--- config.mk ---
export PLATFORM = sky130hd
export DESIGN_NAME = fft_frontend_top
export DESIGN_NICKNAME = d
export VERILOG_FILES = /design/src/logic/frontend_pkg.sv /design/src/logic/sample_fifo.sv /design/src/logic/frame_ctrl.sv /design/src/logic/frame_peak.sv /design/src/logic/fft_frontend_top.sv
export VERILOG_INCLUDE_DIRS = /design/src /design/src/include
export SDC_FILE = /design/constraint.sdc
export NUM_CORES = 1
export LEC_CHECK = 0
export ABC_CLOCK_PERIOD_IN_PS = 7700
export BUFFER_PORTS_ARGS = -buffer_cell sky130_fd_sc_hd__buf_2
export CORE_ASPECT_RATIO = 1.2
export CORE_MARGIN = 4
export CORE_UTILIZATION = 60
export DETAILED_ROUTE_END_ITERATION = 8
export PLACE_DENSITY = 0.85
export SLEW_MARGIN = 10
export SYNTH_ARGS = -nofsm -noshare
export SYNTH_HDL_FRONTEND = slang
export SYNTH_SLANG_ARGS = --single-unit
--- constraint.sdc ---
create_clock -name clk_50m -period 7.7 [get_ports clk_50m]
set_input_delay 1.155 -clock clk_50m [delete_from_list [all_inputs] [get_ports clk_50m]]
set_output_delay 1.155 -clock clk_50m [all_outputs]
set_load 0.01 [all_outputs]
--- src/include/frontend_consts.svh ---
`ifndef FRONTEND_CONSTS_SVH
`define FRONTEND_CONSTS_SVH

// ----------------------------------------------------------------------
// Front end build constants
// ----------------------------------------------------------------------

// Signed ADC sample width
`define SAMPLE_W 12

// Samples per FFT frame
// 256 also supported by the frame counter width
`define FRAME_LEN 16

// Sample FIFO entries, power of two
`define FIFO_DEPTH 64

// Core reset hold after rst_n release, in clk_50m cycles
`define STARTUP_CYCLES 32

`endif

--- src/logic/frontend_pkg.sv ---
`include "frontend_consts.svh"

package frontend_pkg;

    // ------------------------------------------------------------------
    // Scalar widths
    // ------------------------------------------------------------------

    // Raw ADC sample, two's complement
    typedef logic signed [`SAMPLE_W-1:0] sample_t;

    // Absolute sample value
    typedef logic [`SAMPLE_W-1:0] mag_t;

    // Position in frame, 1 .. FRAME_LEN, 0 before the first read
    typedef logic [$clog2(`FRAME_LEN + 1)-1:0] frame_cnt_t;

    // Running frame number, wraps
    typedef logic [15:0] frame_idx_t;

    // Frame controller states
    typedef enum logic {
        ST_STARTUP = 1'b0,
        ST_RUN     = 1'b1
    } ctrl_state_t;

    // ------------------------------------------------------------------
    // Bundles
    // ------------------------------------------------------------------

    // Framed sample stream towards the FFT core
    typedef struct packed {
        logic    valid;
        logic    sop;
        logic    eop;
        sample_t data;
    } fft_stream_t;

    // Per-frame peak result, valid for one cycle
    typedef struct packed {
        logic       valid;
        mag_t       peak;
        frame_idx_t frame;
    } peak_report_t;

endpackage

--- src/logic/sample_fifo.sv ---
`timescale 1ns/1ps
`include "frontend_consts.svh"

module sample_fifo (
    input  logic                  clk_50m,
    input  logic                  rst_n,
    // ADC side
    input  logic                  wr_en,
    input  frontend_pkg::sample_t wr_data,
    // Controller side
    input  logic                  rd_req,
    output frontend_pkg::sample_t rd_data,
    output logic                  empty,
    // Sticky loss flag
    output logic                  overflow
);

    import frontend_pkg::*;

    // Address bits, pointers carry one more for full/empty
    localparam int ADDR_W = $clog2(`FIFO_DEPTH);

    // ------------------------------------------------------------------
    // Storage and pointers
    // ------------------------------------------------------------------

    sample_t           mem [`FIFO_DEPTH];
    logic [ADDR_W:0]   wr_ptr;
    logic [ADDR_W:0]   rd_ptr;
    logic              full;
    logic              do_write;
    logic              do_read;

    // Same address, wrap bits differ -> full
    assign full  = (wr_ptr[ADDR_W] != rd_ptr[ADDR_W]) &&
                   (wr_ptr[ADDR_W-1:0] == rd_ptr[ADDR_W-1:0]);
    // Pointers fully equal -> empty
    assign empty = (wr_ptr == rd_ptr);

    // Accepted strobe
    assign do_write = wr_en && !full;
    // Read guarded again, controller already gates on empty
    assign do_read  = rd_req && !empty;

    // ------------------------------------------------------------------
    // Write side
    // ------------------------------------------------------------------

    // Sample storage
    always_ff @(posedge clk_50m) begin
        if (do_write) begin
            mem[wr_ptr[ADDR_W-1:0]] <= wr_data;
        end
    end

    always_ff @(posedge clk_50m or negedge rst_n) begin
        if (!rst_n) begin
            wr_ptr <= '0;
        end else if (do_write) begin
            wr_ptr <= wr_ptr + 1'b1;
        end
    end

    // Strobe into a full FIFO, sample dropped, flag held until reset
    always_ff @(posedge clk_50m or negedge rst_n) begin
        if (!rst_n) begin
            overflow <= 1'b0;
        end else if (wr_en && full) begin
            overflow <= 1'b1;
        end
    end

    // ------------------------------------------------------------------
    // Read side
    // ------------------------------------------------------------------

    always_ff @(posedge clk_50m or negedge rst_n) begin
        if (!rst_n) begin
            rd_ptr <= '0;
        end else if (do_read) begin
            rd_ptr <= rd_ptr + 1'b1;
        end
    end

    // Registered output word
    // Appears one cycle after rd_req
    always_ff @(posedge clk_50m) begin
        if (do_read) begin
            rd_data <= mem[rd_ptr[ADDR_W-1:0]];
        end
    end

endmodule

--- src/logic/frame_ctrl.sv ---
`timescale 1ns/1ps
`include "frontend_consts.svh"

module frame_ctrl (
    input  logic                      clk_50m,
    input  logic                      rst_n,
    // FIFO handshake
    input  logic                      empty,
    output logic                      rd_req,
    // FFT core control
    input  logic                      fft_ready,
    output logic                      fft_rst_n,
    // Stream control fields, data left at zero
    output frontend_pkg::fft_stream_t ctrl_out
);

    import frontend_pkg::*;

    // Start-up counter width, at least one bit
    localparam int DLY_W = ($clog2(`STARTUP_CYCLES) > 0) ? $clog2(`STARTUP_CYCLES) : 1;

    // Last count of the start-up delay
    localparam logic [DLY_W-1:0] DLY_LAST = DLY_W'(`STARTUP_CYCLES - 1);

    // Frame boundaries in counter terms
    localparam frame_cnt_t CNT_FIRST = frame_cnt_t'(1);
    localparam frame_cnt_t CNT_LAST  = frame_cnt_t'(`FRAME_LEN);

    // ------------------------------------------------------------------
    // State
    // ------------------------------------------------------------------

    ctrl_state_t        state;
    logic [DLY_W-1:0]   dly_cnt;
    logic               dly_done;
    logic               rd_en;
    logic               fft_valid;
    frame_cnt_t         frame_cnt;
    logic               sop;
    logic               eop;

    // Delay expired, counter parks at its last value
    assign dly_done = (dly_cnt == DLY_LAST);

    // Request only what the FIFO can give this cycle
    assign rd_req = rd_en && !empty;

    // Markers follow the count of the sample now on the bus
    assign sop = fft_valid && (frame_cnt == CNT_FIRST);
    assign eop = fft_valid && (frame_cnt == CNT_LAST);

    assign ctrl_out = '{
        valid: fft_valid,
        sop:   sop,
        eop:   eop,
        data:  '0
    };

    // ------------------------------------------------------------------
    // Controller FSM
    // ------------------------------------------------------------------

    always_ff @(posedge clk_50m or negedge rst_n) begin
        if (!rst_n) begin
            state     <= ST_STARTUP;
            dly_cnt   <= '0;
            fft_rst_n <= 1'b0;
            rd_en     <= 1'b0;
            fft_valid <= 1'b0;
            frame_cnt <= '0;
        end else begin
            case (state)
                ST_STARTUP: begin
                    // Nothing leaves the FIFO yet
                    rd_en     <= 1'b0;
                    fft_valid <= 1'b0;
                    frame_cnt <= '0;

                    // Core held in reset for the start-up delay
                    if (!dly_done) begin
                        dly_cnt   <= dly_cnt + 1'b1;
                        fft_rst_n <= 1'b0;
                    end else begin
                        fft_rst_n <= 1'b1;
                    end

                    // Ready only looked at here
                    if (dly_done && fft_ready) begin
                        state <= ST_RUN;
                    end
                end

                ST_RUN: begin
                    // Read enable follows FIFO fill, one cycle late
                    rd_en <= !empty;

                    // Word lands on rd_data next cycle, valid with it
                    if (rd_req) begin
                        fft_valid <= 1'b1;
                        if (frame_cnt < CNT_LAST) begin
                            frame_cnt <= frame_cnt + 1'b1;
                        end else begin
                            frame_cnt <= CNT_FIRST;
                        end
                    end else begin
                        fft_valid <= 1'b0;
                    end
                end

                default: begin
                    state <= ST_STARTUP;
                end
            endcase
        end
    end

endmodule

--- src/logic/frame_peak.sv ---
`timescale 1ns/1ps
`include "frontend_consts.svh"

module frame_peak (
    input  logic                       clk_50m,
    input  logic                       rst_n,
    // Observed framed stream
    input  frontend_pkg::fft_stream_t  stream_in,
    // One report per frame
    output frontend_pkg::peak_report_t peak_out
);

    import frontend_pkg::*;

    // Most negative input code and its saturated magnitude
    localparam sample_t MOST_NEG = {1'b1, {(`SAMPLE_W-1){1'b0}}};
    localparam mag_t    MAG_SAT  = {1'b0, {(`SAMPLE_W-1){1'b1}}};

    mag_t       abs_mag;
    mag_t       run_max;
    mag_t       next_max;
    logic       rpt_valid;
    mag_t       rpt_peak;
    frame_idx_t rpt_frame;
    frame_idx_t frame_num;

    // ------------------------------------------------------------------
    // Magnitude and running maximum
    // ------------------------------------------------------------------

    // Absolute value, most negative code clipped
    always_comb begin
        if (!stream_in.data[`SAMPLE_W-1]) begin
            abs_mag = mag_t'(stream_in.data);
        end else if (stream_in.data == MOST_NEG) begin
            abs_mag = MAG_SAT;
        end else begin
            abs_mag = mag_t'(-stream_in.data);
        end
    end

    // sop restarts the max with the current sample
    assign next_max = (stream_in.sop || (abs_mag > run_max)) ? abs_mag : run_max;

    always_ff @(posedge clk_50m) begin
        if (stream_in.valid) begin
            run_max <= next_max;
        end
        // Final max of the frame, eop sample included
        if (stream_in.valid && stream_in.eop) begin
            rpt_peak  <= next_max;
            rpt_frame <= frame_num;
        end
    end

    // ------------------------------------------------------------------
    // Report strobe and frame number
    // ------------------------------------------------------------------

    always_ff @(posedge clk_50m or negedge rst_n) begin
        if (!rst_n) begin
            rpt_valid <= 1'b0;
            frame_num <= '0;
        end else begin
            rpt_valid <= stream_in.valid && stream_in.eop;
            if (stream_in.valid && stream_in.eop) begin
                frame_num <= frame_num + 1'b1;
            end
        end
    end

    assign peak_out = '{valid: rpt_valid, peak: rpt_peak, frame: rpt_frame};

endmodule

--- src/logic/fft_frontend_top.sv ---
`timescale 1ns/1ps

module fft_frontend_top (
    input  logic                       clk_50m,
    input  logic                       rst_n,
    // ADC strobe and sample
    input  logic                       adc_valid,
    input  frontend_pkg::sample_t      adc_data,
    // FFT core side
    input  logic                       fft_ready,
    output logic                       fft_rst_n,
    output frontend_pkg::fft_stream_t  fft_out,
    // Monitoring
    output frontend_pkg::peak_report_t peak_out,
    output logic                       fifo_overflow
);

    import frontend_pkg::*;

    // ------------------------------------------------------------------
    // Internal wiring
    // ------------------------------------------------------------------

    logic        fifo_empty;
    logic        fifo_rd_req;
    sample_t     fifo_rd_data;
    fft_stream_t ctrl_stream;

    // Sample buffer between ADC and core
    sample_fifo u_fifo (
        .clk_50m  (clk_50m),
        .rst_n    (rst_n),
        .wr_en    (adc_valid),
        .wr_data  (adc_data),
        .rd_req   (fifo_rd_req),
        .rd_data  (fifo_rd_data),
        .empty    (fifo_empty),
        .overflow (fifo_overflow)
    );

    // Core reset, ready wait, draining and framing
    frame_ctrl u_ctrl (
        .clk_50m   (clk_50m),
        .rst_n     (rst_n),
        .empty     (fifo_empty),
        .rd_req    (fifo_rd_req),
        .fft_ready (fft_ready),
        .fft_rst_n (fft_rst_n),
        .ctrl_out  (ctrl_stream)
    );

    // Controller markers merged with the registered FIFO word
    assign fft_out = '{
        valid: ctrl_stream.valid,
        sop:   ctrl_stream.sop,
        eop:   ctrl_stream.eop,
        data:  fifo_rd_data
    };

    // Per-frame peak on the outgoing stream
    frame_peak u_peak (
        .clk_50m   (clk_50m),
        .rst_n     (rst_n),
        .stream_in (fft_out),
        .peak_out  (peak_out)
    );

endmodule

==> impl_metrics.toml, run 1 <==
[sta]
finalSetupTns_ps = 0
tightest_slew_ps = 1280
clock_skew_ps = 21.3
period_share_pct = 52.0
finalHoldViolCount = 0
finalCriticalPeriod_ps = 4010
maxSlewHeadroom_pct = 14.2
timing.hold.ws_ps = 453
slew_viol_final = 0
setup_viol = 0
max_clock_freq_ghz = 0.250
rsz0062_at_grt = "false"

[clock_tree]
clk_pin_slew_ps = 60
cts_tree = "done"
cts_resized = 0
cts.sinks = 866
insertion_delay_ps = 620
clockBufferDepth = 3
post_cts_buffers = 0
hold_buffers = 0
h-tree-depth = 3
cts_made_buffers = 79
cts.root.buffer_cell = "clkbuf_16"

[worst_setup_path]
crit_path_start_kind = "flip-flop"
end_kind = "flip-flop"
critPathArrivalTime_ps = 4330
critPathSlowestCell = "dfrtp_4"
crit_type = "flip-flop to flip-flop"
cp.required_ps = 8020
crit_chain = "buf_12, mux4_2, a22o_1, a221oi_1, o221ai_1"
crit_path_max_fanout = 128
cp_slowest_stage_delay_ps = 870

[logic_synthesis]
synth_cell_types = 62
ys_seq_elements = 866
synth.largest_area_cell = "edfxtp_1"
synth-edff-count = 820
netlist_instances = 1703
yosysWarnings = 0
synthTopCellsByArea = "edfxtp_1 (72%), mux4_2 (11%), dfrtp_1 (3.4%), mux2i_1 (1.5%), a22oi_1 (1.0%)"
synth-seq-area-share_pct = 75.9
syn_nets = 1740
synth_top_area_share_pct = 72.5
async_reset_ff_share_pct = 5.31
synth.cell_area_um2 = 34000
yosysMostFrequentCell = "edfxtp_1"
syn_area_per_cell_um2 = 20.0
ys.flop_type = "edfxtp_1"
netlist_top_cells_count = "edfxtp_1 (820), mux4_2 (166), nor2_1 (84)"

[floorplanning]
io_pins = 62
coreArea_um2 = 56000
dieWidth_um = 225
initial_utilization_pct = 60.7
die_area_um2 = 60500
die_h_um = 269
rows = 95

[grt]
grt-ovfl-total = 0
grt_pass1_wl_mm = 115
track_usage_pct = 25.6
grt_start_max_net_pins = 132
antenna_found_initial = 1
grt_pass1_vias = 17800

[power]
vdd_drop_max_v = 0.000393
p_per_area_nw_per_um2 = 361
power.leakage_nw = 12.3

[hold_path]
worstHoldPathType = "flip-flop to flip-flop"

[run]
maxCapViolCount = 0

[finish]
final_util_pct = 66.9
seq_area_um2 = 25800
multi_input_area_um2 = 7650
final_nets = 1807
area_growth_pct = 10.3
diodes = 0
fill_cells = 3282
drive_gt1_share_pct = 22.5

[run_status]
status = "finished, final reports clean"

[placement]
dp_hpwl_mm = 43.6
gp_congestion = 0.931
numPortBuffers = 61

[route]
vias_per_cell = 6.90
drt_iter0_markers = 2783
vias = 17600
ant_nets = 0
drt-total-wl_mm = 76.7
dr.pass1.iters = 6
post_drt_wl_per_cell_um = 30.0
detail_route.drc_violations = 0
-- through the flow --
step | power, mW | cell area (µm²) | setup slack [ps] | instances
detailed placement | 9.64 | 34900 | 3710 | 2416
global placement | 9.50 | 34900 | 3730 | 2416
finish | 13.5 | 37500 | 3690 | 2554
floorplan | 8.50 | 34000 | 3990 | 1703
global route | 14.0 | 37500 | 3550 | 2554
CTS | 13.5 | 37500 | 3670 | 2554
-- kinds of logic after synthesis --
| family | synth area share (%) |
|---|---|
| xor+xnor | 1.06 |
| compound gates | 3.86 |
| buf+inv | 1.74 |
| flops | 75.9 |
| mux | 13.5 |
| fa+ha+maj | 0.773 |
| simple gates | 3.24 |
-- placed cells by master (no fill, tap or decap), drive strengths merged, types with 35 or more instances in the layout --
master,synthesis,layout
a21oi,35,35
edfxtp,820,820
nor2,85,85
mux2i,50,50
mux4,166,166
a22oi,47,47
dfrtp,46,46
buf,56,86
clkbuf,44,95
nand2,42,42
-- report_power, final --
part | leakage, nW | internal (mW) | total, mW | switching, mW
registers | 8.02 | 5.53 | 5.85 | 0.322
clock network | 1.21 | 2.18 | 3.84 | 1.66
logic | 3.02 | 1.61 | 3.85 | 2.25
total | 12.3 | 9.31 | 13.5 | 4.23
-- sequential cells by signal, indices dropped and copies added (netlist names) --
register and count:
u_peak.rpt_valid 1, u_fifo.overflow 1, u_fifo.mem 768, u_peak.rpt_frame 16, u_peak.rpt_peak 12, u_ctrl.dly_cnt 5, u_ctrl.state 1, u_ctrl.rd_en 1
u_peak.run_max 12, u_ctrl.frame_cnt 5, u_fifo.rd_data 12, u_ctrl.fft_valid 1, u_fifo.wr_ptr 7, u_fifo.rd_ptr 7, u_peak.frame_num 16, u_ctrl.fft_rst_n 1
-- critical path: cells and delay by family, from the launching register on --
kind	cells	cell delay, ps
AOI/OAI and AO/OA	3	1340
DFF	1	870
buffers and inverters	1	730
muxes	1	610
-- path summary, 6_finish.rpt --
| path | startpoint | endpoint | slack, ps | depth (start not counted) |
|---|---|---|---|---|
| max in group asynchronous | rst_n | u_fifo.rd_ptr[1]$_DFFE_PN0P_ | 6140 | 1 |
| worst max register to register | u_fifo.rd_ptr[0]$_DFFE_PN0P_ | u_fifo.rd_data[6]$_DFFE_PP_ | 3690 | 5 |
| worst max-delay path | u_fifo.rd_ptr[0]$_DFFE_PN0P_ | u_fifo.rd_data[6]$_DFFE_PP_ | 3690 | 5 |
| worst min register to register | u_peak.frame_num[14]$_DFFE_PN0P_ | u_peak.rpt_frame[14]$_DFFE_PP_ | 450 | 0 |
| min in group asynchronous | rst_n | u_peak.frame_num[2]$_DFFE_PN0P_ | 750 | 1 |
| worst min-delay path | u_peak.frame_num[14]$_DFFE_PN0P_ | u_peak.rpt_frame[14]$_DFFE_PP_ | 450 | 0 |
-- per-layer routing --
layer | track usage (%) | vias to the layer above | share of wire (%)
met5 | 0 | - | 0
li1 | - | 7097 | -
met3 | 5.63 | 271 | 11
met4 | 12.2 | 0 | 5.4
met2 | 41.1 | 1373 | 49
met1 | 34.0 | 8893 | 34
-- area by class of cell --
class	instances	share of cell area [%]
inverter	26	0.260
multi-input combinational	711	20.4
tap	727	2.43
clock buffer	95	5.61
timing repair buffer	86	1.40
sequential	866	68.8
clock inverter	43	1.09
Note: power is estimated with default switching activity, not from simulation.
==> inputs of run 2 (changes only) <==
--- a/config.mk
+++ b/config.mk
@@ -6,7 +6,7 @@
 export SDC_FILE = /design/constraint.sdc
 export NUM_CORES = 1
 export LEC_CHECK = 0
-export ABC_CLOCK_PERIOD_IN_PS = 7700
+export ABC_CLOCK_PERIOD_IN_PS = 4100
 export BUFFER_PORTS_ARGS = -buffer_cell sky130_fd_sc_hd__buf_2
 export CORE_ASPECT_RATIO = 1.2
 export CORE_MARGIN = 4
==> constraint.sdc (replaced) <==
create_clock -name clk_50m -period 4.1 [get_ports clk_50m]
set_input_delay 0.615 -clock clk_50m [delete_from_list [all_inputs] [get_ports clk_50m]]
set_output_delay 0.615 -clock clk_50m [all_outputs]
set_load 0.01 [all_outputs]
==> run 2 against run 1 <==
Against the previous run: worst setup slack got worse by 3400 ps; clock skew increased by 5.6 ps; cell count increased by 3.0%; core utilization increased by 1.1 points; critical path type unchanged.
==> impl_metrics.toml, run 2 (synthesized netlist as in run 1, its figures left out) <==
[run_status]
status = "finished, final reports clean"

[floorplanning]
initial_utilization_pct = 60.7
dieWidth_um = 225
die_area_um2 = 60500
rows = 95
coreArea_um2 = 56000
die_h_um = 269
io_pins = 62

[clock_tree]
cts.sinks = 866
cts.root.buffer_cell = "clkbuf_16"
cts_resized = 0
hold_buffers = 0
clk_pin_slew_ps = 70
post_cts_buffers = 0
cts_made_buffers = 77
insertion_delay_ps = 630
clockBufferDepth = 3
h-tree-depth = 3
cts_tree = "done"

[worst_setup_path]
crit_type = "flip-flop to flip-flop"
r2r-end = "u_peak.run_max[9]$_DFFE_PP_"
regToRegSetupSlack_ps = 290
rr_startpoint = "u_fifo.rd_data[1]$_DFFE_PP_"
end_kind = "flip-flop"
rr_worst_depth = 13
cp.required_ps = 4460
crit_path_max_fanout = 12
crit_path_start_kind = "flip-flop"
critPathArrivalTime_ps = 4170

[grt]
grtUsageMet3_pct = 5.47
busiest_layer = "met2"
grt_start_max_net_pins = 89
grt_pass1_wl_mm = 124
grt-ovfl-total = 0
globalRouteMet2Util_pct = 44.6
grtUsageMet1_pct = 36.0
track_usage_pct = 27.9
grt_pass1_vias = 18600
antenna_found_initial = 1

[power]
combPwrFrac_pct = 29.4
p_per_area_nw_per_um2 = 675
internal-power_mw = 17.6
vdd_drop_max_v = 0.000709
p_seq_share_pct = 42.4
switchingPower_mw = 8.08
power.leakage_nw = 12.7
p_clk_share_pct = 28.2
swShare_pct = 31.4
finalPower_mw = 25.7

[finish]
diodes = 0
final_nets = 1882
largest_register_ffs = 768
final_util_pct = 68.0
final_common_cell = "edfxtp_1"
fill_cells = 3138
final_cell_mix = "edfxtp_1 (820), mux4_2 (166), buf_4 (99)"
area_growth_pct = 12.0
drive_gt1_share_pct = 25.4

[placement]
gp_congestion = 0.882
dp_hpwl_mm = 45.9
numPortBuffers = 61
place_ws_ps = 362

[sta]
rsz0062_at_grt = "false"
finalHoldViolCount = 0
maxSlewHeadroom_pct = 16.8
period_share_pct = 92.9
setup_viol = 0
clock_skew_ps = 26.9
fin_ws_ps = 293
max_clock_freq_ghz = 0.263
tightest_slew_ps = 1250
finalSetupTns_ps = 0
slew_viol_final = 0
finalCriticalPeriod_ps = 3810

[route]
vias_per_cell = 6.97
dr.pass1.iters = 6
detail_route.drc_violations = 0
post_drt_wl_per_cell_um = 31.7
drt-total-wl_mm = 83.4
ant_nets = 0
vias = 18300
drt_iter0_markers = 2997

[hold_path]
worstHoldPathType = "input pin to asynchronous set/reset pin"

[run]
maxCapViolCount = 0
==> run 2: cell types whose count changed in the layout (fill, tap and decap cells not counted), sizes merged <==
| cell | before | now |
|---|---|---|
| bufinv | 7 | 8 |
| inv | 30 | 29 |
| clkinv | 30 | 28 |
| clkinvlp | 2 | 4 |
| buf | 86 | 163 |
==> run 2: layout make-up <==
cell class / count / area [µm²] / area share (%)
Sequential cell: 866 / 25800 / 67.7
Multi-Input combinational cell: 711 / 7640 / 20.1
Clock buffer: 95 / 2060 / 5.41
Timing Repair Buffer: 163 / 1150 / 3.03
Tap cell: 727 / 910 / 2.39
Clock inverter: 43 / 425 / 1.12
Inverter: 26 / 97.6 / 0.256
==> run 2: metal layers <==
layer / vias to the layer above / wire [µm]
met2: 1456 / 40600
met3: 326 / 8530
met1: 9346 / 28300
met5: - / 20
met4: 2 / 5860
li1: 7217 / -
==> run 2: power groups by stage <==
| stage | Combinational [mW] | Clock [mW] | Sequential, mW |
|---|---|---|---|
| after global placement | 7.05 | 0 | 11.0 |
| after detailed placement | 7.25 | 0 | 11.0 |
| after floorplan | 5.19 | 0 | 10.8 |
| after CTS | 7.46 | 7.28 | 10.9 |
| final | 7.56 | 7.24 | 10.9 |
| after global routing | 7.95 | 7.69 | 10.9 |
==> run 2: worst max-delay path by stage <==
stage,from,end,slack [ps],depth (start not counted)
after floorplan,u_fifo.rd_data[1]$_DFFE_PP_,u_peak.rpt_peak[2]$_DFFE_PP_,390,12
after global placement,u_fifo.rd_data[1]$_DFFE_PP_,u_peak.rpt_peak[3]$_DFFE_PP_,380,12
after detailed placement,u_fifo.rd_data[1]$_DFFE_PP_,u_peak.rpt_peak[3]$_DFFE_PP_,360,12
after CTS,u_fifo.rd_data[1]$_DFFE_PP_,u_peak.rpt_peak[3]$_DFFE_PP_,340,12
after global routing,u_fifo.rd_data[1]$_DFFE_PP_,u_peak.run_max[9]$_DFFE_PP_,120,13
final,u_fifo.rd_data[1]$_DFFE_PP_,u_peak.run_max[9]$_DFFE_PP_,290,13
==> run 2: through the flow <==
step                area [µm²]  cells  hold WS (ps)
floorplan                34000   1703           319
global placement         35600   2493           435
detailed placement       35600   2493           455
CTS                      38100   2631           210
global route             38100   2631           264
finish                   38100   2631           211
==> run 2: critical path: stages, from the launching register on <==
cell      delay (ps)
edfxtp_1         430
inv_1            110
ha_1             170
or3b_2           520
or2_4            300
or3_4            420
nand2_1          100
ha_1             270
a21oi_1          200
o211ai_1         110
a311oi_1         280
o21ai_0          110
buf_4            200
mux2_4           320
==> inputs of run 3 (changes only) <==
--- a/config.mk
+++ b/config.mk
@@ -13,6 +13,7 @@
 export CORE_UTILIZATION = 60
 export DETAILED_ROUTE_END_ITERATION = 8
 export PLACE_DENSITY = 0.85
+export SETUP_SLACK_MARGIN = 0.4
 export SLEW_MARGIN = 10
 export SYNTH_ARGS = -nofsm -noshare
 export SYNTH_HDL_FRONTEND = slang
==> run 3 against run 2 <==
Against the previous run: non-clock buffer count grew 1; via count shrank 1.8%; critical path depth shrank 2; worst setup slack gained 89 ps; highest routed layer is now met4; cell count shrank 0.27%; global-route usage shrank 1.1 points; routed wire length shrank 3.9%; critical path type unchanged; critical endpoint is now u_peak.run_max[10]$_DFFE_PP_; register-to-register slack gained 90 ps; fmax grew 2.4%; sequential share of layout area shrank 0.078 points; clock power shrank 1%; combinational power grew 5.7%.
==> impl_metrics.toml, run 3 (synthesized netlist as in run 1, its figures left out) <==
[floorplanning]
rows = 95
io_pins = 62
coreArea_um2 = 56000
initial_utilization_pct = 60.7
die_area_um2 = 60500
die_h_um = 269
dieWidth_um = 225

[sta]
finalCriticalPeriod_ps = 3720
tightest_slew_ps = 1150
finalSetupTns_ps = 0
maxSlewHeadroom_pct = 22.9
period_share_pct = 90.7
max_clock_freq_ghz = 0.269
setup_viol = 0
slew_viol_final = 0
fin_ws_ps = 381
rsz0062_at_grt = "true"
finalHoldViolCount = 0
clock_skew_ps = 38.6

[grt]
grt_pass1_wl_mm = 120
grt_pass1_vias = 18300
antenna_found_initial = 0
grt-ovfl-total = 0
track_usage_pct = 26.8
grt_start_max_net_pins = 117

[finish]
final_common_cell = "edfxtp_1"
final_cell_mix = "edfxtp_1 (820), mux4_2 (166), buf_4 (98)"
diodes = 0
drive_gt1_share_pct = 25.9
final_cell_area_um2 = 38100
largest_register_ffs = 768
final_nets = 1883
area_growth_pct = 12.2
final_cells = 2624

[power]
vdd_drop_max_v = 0.000756
p_per_area_nw_per_um2 = 680
power.leakage_nw = 12.7

[worst_setup_path]
path_buf_inv = 2
rr_startpoint = "u_fifo.rd_data[0]$_DFFE_PP_"
cp_slowest_stage_delay_ps = 420
crit_path_start_kind = "flip-flop"
crit_chain = "buf_4, or4_1, or3_4, o21ai_1, mux2i_1, ha_1, and4_1, a311oi_2, o21ai_2, buf_6, mux2_4"
crit_type = "flip-flop to flip-flop"
r2r-end = "u_peak.run_max[10]$_DFFE_PP_"
path_delay_family = "simple AND/OR/NAND/NOR gates"
critPathSlowestCell = "edfxtp_1"
end_kind = "flip-flop"
cp.required_ps = 4460
regToRegSetupSlack_ps = 380
crit_path_max_fanout = 8
critPathArrivalTime_ps = 4080
rr_worst_depth = 11

[clock_tree]
insertion_delay_ps = 630
cts.sinks = 866
clk_pin_slew_ps = 70
cts.root.buffer_cell = "clkbuf_16"
cts_made_buffers = 77
cts_tree = "done"
h-tree-depth = 3
clockBufferDepth = 3

[route]
drt_iter0_markers = 2640
ant_nets = 0
drt-total-wl_mm = 80.1
routed-wl-met2_mm = 40.2
wl_met1_mm = 27.8
top_layer_used = "met4"
dr.pass1.iters = 6
vias = 18000
detail_route.drc_violations = 0
post_drt_wl_per_cell_um = 30.5
vias_per_cell = 6.87
wl_met3_mm = 8.14

[placement]
place_inst = 2484
numPortBuffers = 61
place_ws_ps = 343
gp_congestion = 0.905
postPlaceCellArea_um2 = 35500
dp_hpwl_mm = 45.3

[run]
maxCapViolCount = 0

[hold_path]
worstHoldPathType = "input pin to asynchronous set/reset pin"

[run_status]
status = "finished, final reports clean"
-- run 3: changes by cell type in the layout (fill, tap and decap cells not counted), moves of 2 or more --
cell and delta:
buf_6 +2, mux2_2 -8, clkinvlp_4 -4, o21ai_0 -2, clkinv_2 +4, clkinv_1 -6
bufinv_16 +2, clkbuf_16 -3, mux2_4 +8
-- run 3: repair_timing --
item,4_1_cts,5_1_grt
pin swaps,0,8
resized for setup,4,18
setup buffers,1,7
setup endpoints to repair,24,24
hold buffers,0,0
-- run 3: how the worst max path moves through the flow --
stage,from,end,slack (ps),depth (start not counted)
after global placement,u_fifo.rd_data[1]$_DFFE_PP_,u_peak.rpt_peak[5]$_DFFE_PP_,450,12
after CTS,u_fifo.rd_data[1]$_DFFE_PP_,u_peak.rpt_peak[4]$_DFFE_PP_,400,12
after floorplan,u_fifo.rd_data[1]$_DFFE_PP_,u_peak.rpt_peak[2]$_DFFE_PP_,480,12
final,u_fifo.rd_data[0]$_DFFE_PP_,u_peak.run_max[10]$_DFFE_PP_,380,11
after detailed placement,u_fifo.rd_data[1]$_DFFE_PP_,u_peak.run_max[4]$_DFFE_PP_,340,12
after global routing,u_fifo.rd_data[1]$_DFFE_PP_,u_peak.rpt_peak[10]$_DFFE_PP_,310,12
-- run 3: cell type report --
cell class,instances,area [µm²]
Fill cell,3157,17900
Multi-Input combinational cell,711,7710
Clock buffer,93,2000
Clock inverter,37,428
Sequential cell,866,25800
Tap cell,727,910
Timing Repair Buffer,164,1180
Inverter,26,97.6
-- run 3: through the flow --
step	utilization [%]	total power, mW	hold WS, ps
floorplan	-	16.0	319
global placement	63.4	18.0	433
detailed placement	63.4	18.3	443
CTS	67.8	25.6	206
global route	68.1	26.8	231
finish	68.1	25.9	207
-- run 3: layer usage --
metal  up-vias  global-route usage [%]
met5         -                       0
met1      9238                    35.5
met4         0                    12.3
met2      1323                    43.9
met3       228                    5.34
li1       7234                       -
-- run 3: where the power goes --
group	total, mW	internal, mW	leakage, nW	switching (mW)
clock	7.16	4.09	1.19	3.07
sequential	10.8	10.4	8.02	0.400
combinational	7.99	3.36	3.49	4.63
total	25.9	17.8	12.7	8.09
